### src/rtl/cache_pkg.sv
`default_nettype none

package cache_pkg;

   // ------------------------------------------------------------------------
   // Words and cache storage
   // ------------------------------------------------------------------------

   typedef logic [31:0] word_t;

   // Tag field sized for the smallest index width.
   // Modules compare and store only the low bits they need.
   localparam int MIN_IDX_W = 1;
   localparam int TAG_W     = 32 - MIN_IDX_W - 3;

   typedef struct packed {
      logic [TAG_W-1:0] tag;
      word_t            dat0;
      word_t            dat1;
      logic             dirty;
      logic             valid;
   } frame_t;

   typedef struct packed {
      frame_t left;
      frame_t right;
   } set_t;

   // ------------------------------------------------------------------------
   // Datapath side
   // ------------------------------------------------------------------------

   typedef struct packed {
      logic  ren;
      logic  wen;
      logic  halt;
      word_t addr;
      word_t store;
   } dp_req_t;

   typedef struct packed {
      logic  hit;
      word_t load;
      logic  flushed;
   } dp_rsp_t;

   // ------------------------------------------------------------------------
   // Memory bus side
   // ------------------------------------------------------------------------

   typedef struct packed {
      logic  ren;
      logic  wen;
      word_t addr;
      word_t store;
   } mem_req_t;

   typedef struct packed {
      logic  dwait;
      word_t load;
   } mem_rsp_t;

endpackage

`default_nettype wire

### src/rtl/dcache_store.sv
`timescale 1ns/10ps
`default_nettype none

module dcache_store
   import cache_pkg::*;
#(
   parameter int NSETS = 8,
   localparam int IW = $clog2(NSETS)
)
(
   input  logic          CLK,
   input  logic          nRST,
   input  logic [IW-1:0] rd_index,
   input  logic [IW-1:0] fl_index,
   input  logic          wr_en,
   input  logic [IW-1:0] wr_index,
   input  set_t          wr_set,
   input  logic          lru_en,
   input  logic          lru_val,
   output set_t          rd_set,
   output set_t          fl_set,
   output logic          rd_lru
);

   // Tag and data storage.
   set_t sets [NSETS];

   // Per-set flags in order left dirty, left valid, right dirty, right valid.
   logic [3:0]       flags [NSETS];
   // LRU bit names the way to evict next.
   logic [NSETS-1:0] lru;

   // Replace the stored flag fields with the live flag bits.
   function automatic set_t with_flags(input set_t s, input logic [3:0] f);
      set_t r;
      r = s;
      r.left.dirty  = f[3];
      r.left.valid  = f[2];
      r.right.dirty = f[1];
      r.right.valid = f[0];
      return r;
   endfunction

   always_ff @(posedge CLK)
   begin
      if (wr_en)
      begin
         sets[wr_index] <= wr_set;
      end
   end

   always_ff @(posedge CLK or negedge nRST)
   begin
      if (!nRST)
      begin
         for (int i = 0; i < NSETS; i++)
         begin
            flags[i] <= '0;
         end
         lru <= '0;
      end
      else
      begin
         if (wr_en)
         begin
            flags[wr_index] <= {wr_set.left.dirty, wr_set.left.valid,
                                wr_set.right.dirty, wr_set.right.valid};
         end
         if (lru_en)
         begin
            lru[wr_index] <= lru_val;
         end
      end
   end

   // Both read ports are combinational.
   always_comb
   begin
      rd_set = with_flags(sets[rd_index], flags[rd_index]);
      fl_set = with_flags(sets[fl_index], flags[fl_index]);
   end

   assign rd_lru = lru[rd_index];

endmodule

`default_nettype wire

### src/rtl/dcache_ctrl.sv
`timescale 1ns/10ps
`default_nettype none

module dcache_ctrl
   import cache_pkg::*;
#(
   parameter int    NSETS      = 8,
   parameter word_t COUNT_ADDR = 32'h3100,
   localparam int   IW         = $clog2(NSETS)
)
(
   input  logic          CLK,
   input  logic          nRST,
   input  dp_req_t       dp_req,
   output dp_rsp_t       dp_rsp,
   output mem_req_t      mem_req,
   input  mem_rsp_t      mem_rsp,
   output logic [IW-1:0] rd_index,
   output logic [IW-1:0] fl_index,
   output logic          wr_en,
   output logic [IW-1:0] wr_index,
   output set_t          wr_set,
   output logic          lru_en,
   output logic          lru_val,
   input  set_t          rd_set,
   input  set_t          fl_set,
   input  logic          rd_lru
);

   localparam int TW = 32 - IW - 3;

   typedef enum logic [3:0] {
      IDLE, WB0, WB1, RD0, RD1, FL_SCAN, FL_WB0, FL_WB1, COUNT, DONE
   } state_t;

   state_t           state, next_state;
   logic [TAG_W-1:0] addr_tag;
   logic [IW-1:0]    addr_idx;
   logic             word_sel;
   logic             req, hit_l, hit_r, hit, miss, xfer;
   frame_t           hit_frame, victim, fl_frame, merged, new_frame;
   logic [IW:0]      fl_cnt;
   logic             fl_last, fl_dirty;
   word_t            hit_count;
   word_t            refill_w0;

   function automatic word_t blk_addr(input logic [TAG_W-1:0] tag,
                                      input logic [IW-1:0] idx,
                                      input logic sel);
      return {tag[TW-1:0], idx, sel, 2'b00};
   endfunction

   // ------------------------------------------------------------------------
   // Lookup
   // ------------------------------------------------------------------------

   assign addr_tag = TAG_W'(dp_req.addr[31:IW+3]);
   assign addr_idx = dp_req.addr[IW+2:3];
   assign word_sel = dp_req.addr[2];
   assign rd_index = addr_idx;

   assign req   = (dp_req.ren | dp_req.wen) & ~dp_req.halt;
   assign hit_l = rd_set.left.valid && (rd_set.left.tag == addr_tag);
   assign hit_r = rd_set.right.valid && (rd_set.right.tag == addr_tag);
   assign hit   = (state == IDLE) && req && (hit_l || hit_r);
   assign miss  = (state == IDLE) && req && !(hit_l || hit_r);
   assign xfer  = !mem_rsp.dwait;

   assign hit_frame = hit_l ? rd_set.left : rd_set.right;
   assign victim    = rd_lru ? rd_set.right : rd_set.left;

   // Flush walk covers all left ways, then all right ways.
   assign fl_index = fl_cnt[IW-1:0];
   assign fl_frame = fl_cnt[IW] ? fl_set.right : fl_set.left;
   assign fl_dirty = fl_frame.valid && fl_frame.dirty;
   assign fl_last  = &fl_cnt;

   always_comb
   begin
      dp_rsp.hit     = hit;
      dp_rsp.load    = word_sel ? hit_frame.dat1 : hit_frame.dat0;
      dp_rsp.flushed = (state == COUNT) || (state == DONE);
   end

   // ------------------------------------------------------------------------
   // Store updates
   // ------------------------------------------------------------------------

   always_comb
   begin
      merged = hit_frame;
      merged.dirty = 1'b1;
      if (word_sel)
      begin
         merged.dat1 = dp_req.store;
      end
      else
      begin
         merged.dat0 = dp_req.store;
      end

      new_frame = '{tag: addr_tag, dat0: refill_w0, dat1: mem_rsp.load,
                    dirty: 1'b0, valid: 1'b1};

      wr_en    = 1'b0;
      wr_index = addr_idx;
      wr_set   = rd_set;
      lru_en   = 1'b0;
      lru_val  = 1'b0;

      if (hit)
      begin
         // Point LRU at the way not used.
         lru_en  = 1'b1;
         lru_val = hit_l;
         if (dp_req.wen)
         begin
            wr_en = 1'b1;
            if (hit_l)
            begin
               wr_set.left = merged;
            end
            else
            begin
               wr_set.right = merged;
            end
         end
      end
      else if (state == RD1 && xfer)
      begin
         wr_en   = 1'b1;
         lru_en  = 1'b1;
         lru_val = ~rd_lru;
         if (rd_lru)
         begin
            wr_set.right = new_frame;
         end
         else
         begin
            wr_set.left = new_frame;
         end
      end
   end

   // ------------------------------------------------------------------------
   // Memory bus
   // ------------------------------------------------------------------------

   always_comb
   begin
      mem_req = '0;
      case (state)
         WB0, WB1:
         begin
            mem_req.wen   = 1'b1;
            mem_req.addr  = blk_addr(victim.tag, addr_idx, state == WB1);
            mem_req.store = (state == WB1) ? victim.dat1 : victim.dat0;
         end
         RD0, RD1:
         begin
            mem_req.ren  = 1'b1;
            mem_req.addr = blk_addr(addr_tag, addr_idx, state == RD1);
         end
         FL_WB0, FL_WB1:
         begin
            mem_req.wen   = 1'b1;
            mem_req.addr  = blk_addr(fl_frame.tag, fl_index, state == FL_WB1);
            mem_req.store = (state == FL_WB1) ? fl_frame.dat1 : fl_frame.dat0;
         end
         COUNT:
         begin
            mem_req.wen   = 1'b1;
            mem_req.addr  = COUNT_ADDR;
            mem_req.store = hit_count;
         end
         default:
         begin
            mem_req = '0;
         end
      endcase
   end

   // ------------------------------------------------------------------------
   // FSM
   // ------------------------------------------------------------------------

   always_comb
   begin
      next_state = state;
      case (state)
         IDLE:
         begin
            if (dp_req.halt)
            begin
               next_state = FL_SCAN;
            end
            else if (miss)
            begin
               next_state = (victim.valid && victim.dirty) ? WB0 : RD0;
            end
         end
         WB0:     next_state = xfer ? WB1 : WB0;
         WB1:     next_state = xfer ? RD0 : WB1;
         RD0:     next_state = xfer ? RD1 : RD0;
         RD1:     next_state = xfer ? IDLE : RD1;
         FL_SCAN:
         begin
            if (fl_dirty)
            begin
               next_state = FL_WB0;
            end
            else if (fl_last)
            begin
               next_state = COUNT;
            end
         end
         FL_WB0:  next_state = xfer ? FL_WB1 : FL_WB0;
         FL_WB1:
         begin
            if (xfer)
            begin
               next_state = fl_last ? COUNT : FL_SCAN;
            end
         end
         COUNT:   next_state = xfer ? DONE : COUNT;
         default: next_state = DONE;
      endcase
   end

   always_ff @(posedge CLK or negedge nRST)
   begin
      if (!nRST)
      begin
         state     <= IDLE;
         fl_cnt    <= '0;
         hit_count <= '0;
      end
      else
      begin
         state <= next_state;
         if (hit)
         begin
            hit_count <= hit_count + 32'd1;
         end
         else if (miss)
         begin
            hit_count <= hit_count - 32'd1;
         end
         if (state == IDLE)
         begin
            fl_cnt <= '0;
         end
         else if (((state == FL_SCAN) && !fl_dirty && !fl_last) ||
                  ((state == FL_WB1) && xfer && !fl_last))
         begin
            fl_cnt <= fl_cnt + 1'b1;
         end
      end
   end

   // First refill word waits here until the second arrives.
   always_ff @(posedge CLK)
   begin
      if (state == RD0 && xfer)
      begin
         refill_w0 <= mem_rsp.load;
      end
   end

endmodule

`default_nettype wire

### src/rtl/dcache_top.sv
`timescale 1ns/10ps
`default_nettype none

module dcache_top
   import cache_pkg::*;
#(
   parameter int    NSETS      = 8,
   parameter word_t COUNT_ADDR = 32'h3100
)
(
   input  logic     CLK,
   input  logic     nRST,
   input  dp_req_t  dp_req,
   output dp_rsp_t  dp_rsp,
   output mem_req_t mem_req,
   input  mem_rsp_t mem_rsp
);

   localparam int IW = $clog2(NSETS);

   logic [IW-1:0] rd_index, fl_index, wr_index;
   logic          wr_en, lru_en, lru_val, rd_lru;
   set_t          wr_set, rd_set, fl_set;

   dcache_ctrl #(
      .NSETS      (NSETS),
      .COUNT_ADDR (COUNT_ADDR)
   ) ctrl_i (
      .CLK      (CLK),
      .nRST     (nRST),
      .dp_req   (dp_req),
      .dp_rsp   (dp_rsp),
      .mem_req  (mem_req),
      .mem_rsp  (mem_rsp),
      .rd_index (rd_index),
      .fl_index (fl_index),
      .wr_en    (wr_en),
      .wr_index (wr_index),
      .wr_set   (wr_set),
      .lru_en   (lru_en),
      .lru_val  (lru_val),
      .rd_set   (rd_set),
      .fl_set   (fl_set),
      .rd_lru   (rd_lru)
   );

   dcache_store #(
      .NSETS (NSETS)
   ) store_i (
      .CLK      (CLK),
      .nRST     (nRST),
      .rd_index (rd_index),
      .fl_index (fl_index),
      .wr_en    (wr_en),
      .wr_index (wr_index),
      .wr_set   (wr_set),
      .lru_en   (lru_en),
      .lru_val  (lru_val),
      .rd_set   (rd_set),
      .fl_set   (fl_set),
      .rd_lru   (rd_lru)
   );

endmodule

`default_nettype wire

### config.mk
export PLATFORM = sky130hd
export DESIGN_NAME = dcache_top
export DESIGN_NICKNAME = d
export VERILOG_FILES = /design/src/rtl/cache_pkg.sv /design/src/rtl/dcache_store.sv /design/src/rtl/dcache_ctrl.sv /design/src/rtl/dcache_top.sv
export SDC_FILE = /design/constraint.sdc
export NUM_CORES = 2
export LEC_CHECK = 0
export BUFFER_PORTS_ARGS = -buffer_cell sky130_fd_sc_hd__buf_2
export CAP_MARGIN = 30
export CORE_MARGIN = 2
export CORE_UTILIZATION = 30
export DETAILED_ROUTE_END_ITERATION = 8
export HOLD_SLACK_MARGIN = 0.08
export SYNTH_ARGS = -nofsm -noshare
export SYNTH_HDL_FRONTEND = slang
export SYNTH_SLANG_ARGS = --single-unit
### constraint.sdc
create_clock -name CLK -period 12.8 [get_ports CLK]
set_clock_uncertainty 0.2 [all_clocks]
set_input_delay 2.56 -clock CLK [delete_from_list [all_inputs] [get_ports CLK]]
set_output_delay 2.56 -clock CLK [all_outputs]
set_load 0.1 [all_outputs]
==> out/metrics.yaml <==
cts:
  root_buffer: "clkbuf_16"
  cts_resized: 0
  h-tree-depth: 4
  cts_setup_buffers: 0
  holdBufCountCts: 0
  clkSinkCount: 1584
  numCtsBuffers: 171
  clk_path_buf_depth: 3
  clk_pin_slew_worst_paths_ns: 0.06
  worst_skew_pair.late_latency_ns: 0.87
  cts_tree: "built"
floorplan:
  dieArea_um2: 271000
  io_pins: 202
  num_rows: 189
  start_util: 0.302
  die-width_um: 520
  fp.dieH_um: 520
  coreArea_um2: 265000
global_routing:
  antenna_found_initial: 41
  use_met3: 0.0442
  grt_max_degree: 141
  use_met2: 0.318
  grtUsageTotal: 0.198
  grtUsageMet1: 0.256
  top_usage_layer: "met2"
  grt_pass1_vias: 54200
  grt_pass1_wl_um: 393000
  grt_overflow_total: 0
drt:
  ant_nets: 0
  drt_iter0_drc: 7385
  num_vias: 54100
  viasPerCell: 6.06
  wirelength_um: 277000
  wire_per_inst_um: 31.0
  route.detailed.drc: 0
  dr.pass1.iters: 7
cells_and_area:
  layout.nets: 5369
  drive_gt1_frac: 0.241
  area_growth_pct: 13.6
  postLayoutCoreUtil: 0.343
  final_cell_mix: "edfxtp_1 (1504), mux4_2 (541), mux2i_1 (412), a22oi_1 (397), nand2_1 (300)"
  final_common_cell: "edfxtp_1"
  nFillCells: 25200
critical_path:
  start_kind: "primary input"
  slowest_stage: "or4_4"
  worstPathMaxFanout: 57
  worstPathCellList: "buf_6 -> buf_4 -> nor2b_2 -> buf_4 -> nand2_1 -> o22ai_1 -> or4_4 -> buf_4 -> o21ai_0 -> a22oi_1 -> nand3_1 -> buf_2"
  critical-path-top-delay-family: "buffers and inverters"
  cp_data_required_time_ns: 10.04
  cpPeakStageDelay_ns: 0.89
  crit_path_end_kind: "output port"
  arrival_ns: 7.72
  cp_num_buf_inv: 5
  critPathKind: "primary input to output port"
  crit_top_cell: "buf_4"
sta:
  setup_tns_ns: 0
  slew_headroom: 0.165
  min_period_ns: 10.48
  rsz0062_at_grt: "false"
  fin_ws_ns: 2.32
  period_share: 0.819
  worst_pin_slew_ns: 1.25
  drv_slew: 0
  hold_viol: 0
  setup_viol: 0
  fmax_mhz: 95.4
synthesis:
  yosysUniqueCellTypes: 86
  async_reset_ff_frac: 0.0505
  synthesis.area_um2: 80000
  synthTopCellsByArea: "edfxtp_1 (56%), mux4_2 (15%), mux2i_1 (5.2%), a22oi_1 (3.7%), dfrtp_1 (2.5%)"
  yosysTopAreaCell: "edfxtp_1"
  synth_seq_cells: 1584
  ys_warn_count: 0
  syn_inst: 5164
  synth-main-ff-cell: "edfxtp_1"
  synth-edff-count: 1504
  syn_avg_cell_area_um2: 15.5
  synth_top_area_frac: 0.564
  ys_seq_area_frac: 0.589
power_and_ir_drop:
  comb_power_share: 0.074
  ir_drop_mv: 0.131
  clockPowerShare: 0.431
  p_sw_frac: 0.243
  switching_power_mw: 2.82
  p_leak_nw: 29.2
  p_int_mw: 8.76
  seqPwrFrac: 0.494
  power_density_nw_per_um2: 127
place:
  place_hpwl_um: 155000
  routabilityCongestion: 0.859
  portBuffers: 197
  pre_cts_ws_ns: 2.43
flow_run:
  maxCapViolations: 0
run_status:
  status: "complete, no violations"
worst_hold_path:
  hp-class: "register to register"
worst register-to-register path: cells and delay by family, from the launching register on:
kind	cells	cell delay [ns]
mux	1	0.27
compound gates	12	2.98
flops	1	0.37
buf+inv	1	0.28
simple gates	4	1.60
fa+ha+maj	1	0.51
Yosys cell counts, types with 85 or more instances:
cell,number
a21oi_1,115
a221oi_1,108
a22oi_1,397
clkbuf_1,269
edfxtp_1,1504
mux2_2,94
mux2i_1,412
mux4_2,541
nand2_1,302
nand4_1,85
nor2_1,160
o21ai_0,190
power groups by stage:
stage / Clock, mW / Sequential [mW] / Combinational [mW]
floorplan: 0 / 5.83 / 0.536
CTS: 5.07 / 5.72 / 0.843
global placement: 0 / 5.83 / 0.824
finish: 4.99 / 5.72 / 0.858
global route: 5.26 / 5.72 / 0.906
detailed placement: 0 / 5.83 / 0.840
worst paths after layout:
path | to | slack (ns) | startpoint | cells past startpoint
worst max-delay path | mem_req[0] | 2.32 | dp_req[35] | 12
worst min register to register | ctrl_i.hit_count[27] | 0.33 | ctrl_i.hit_count[27] | 2
worst min-delay path | ctrl_i.hit_count[27] | 0.33 | ctrl_i.hit_count[27] | 2
worst max register to register | ctrl_i.hit_count[30] | 6.46 | store_i.sets[2][187] | 19
max in group asynchronous | ctrl_i.fl_cnt[3] | 10.18 | nRST | 3
min in group asynchronous | ctrl_i.hit_count[13] | 1.35 | nRST | 1
metal layers:
layer / routed length, um / vias to the layer above
met2: 130000 / 3408
met3: 28600 / 650
met5: 250 / -
met4: 12300 / 22
met1: 105000 / 28200
li1: - / 21800
registers in the layout (all words and copies together) (netlist names):
name,cells
ctrl_i.fl_cnt,4
ctrl_i.hit_count,32
ctrl_i.refill_w0,32
ctrl_i.state,4
store_i.flags,32
store_i.lru,8
store_i.sets,1472
stage by stage:
step / power, mW / cells / hold WS, ns / instance area, um^2
6_report: 11.6 / 8925 / 0.328 / 90900
5_1_grt: 11.9 / 8918 / 0.359 / 90900
4_1_cts: 11.6 / 8907 / 0.331 / 90800
3_5_place_dp: 6.67 / 8592 / 0.317 / 85200
3_3_place_gp: 6.66 / 8583 / 0.301 / 85000
2_1_floorplan: 6.37 / 5165 / 0.242 / 80000
cells by family (layout without fill, tap and decap cells):
kind of cell	count (synthesis)	after routing	synth area share
simple gates	831	831	0.0516
fa+ha+maj	32	32	0.00510
other cells	1	17	0.0000469
buf+inv	463	675	0.0268
mux	1051	1051	0.218
flops	1584	1584	0.589
compound gates	1126	1126	0.101
xor+xnor	76	76	0.00832
cell type report:
cell class	count	area (um^2)	area share
flip-flops and latches	1584	47200	0.519
repair buffers	328	2590	0.0285
well taps	3533	4420	0.0486
clock inverters	113	1140	0.0126
clock buffers	202	4450	0.0489
diodes	15	37.5	0.000413
multi-input cells	3118	31000	0.341
inverters	32	121	0.00134
No activity file was read; power rests on OpenSTA's default activity.
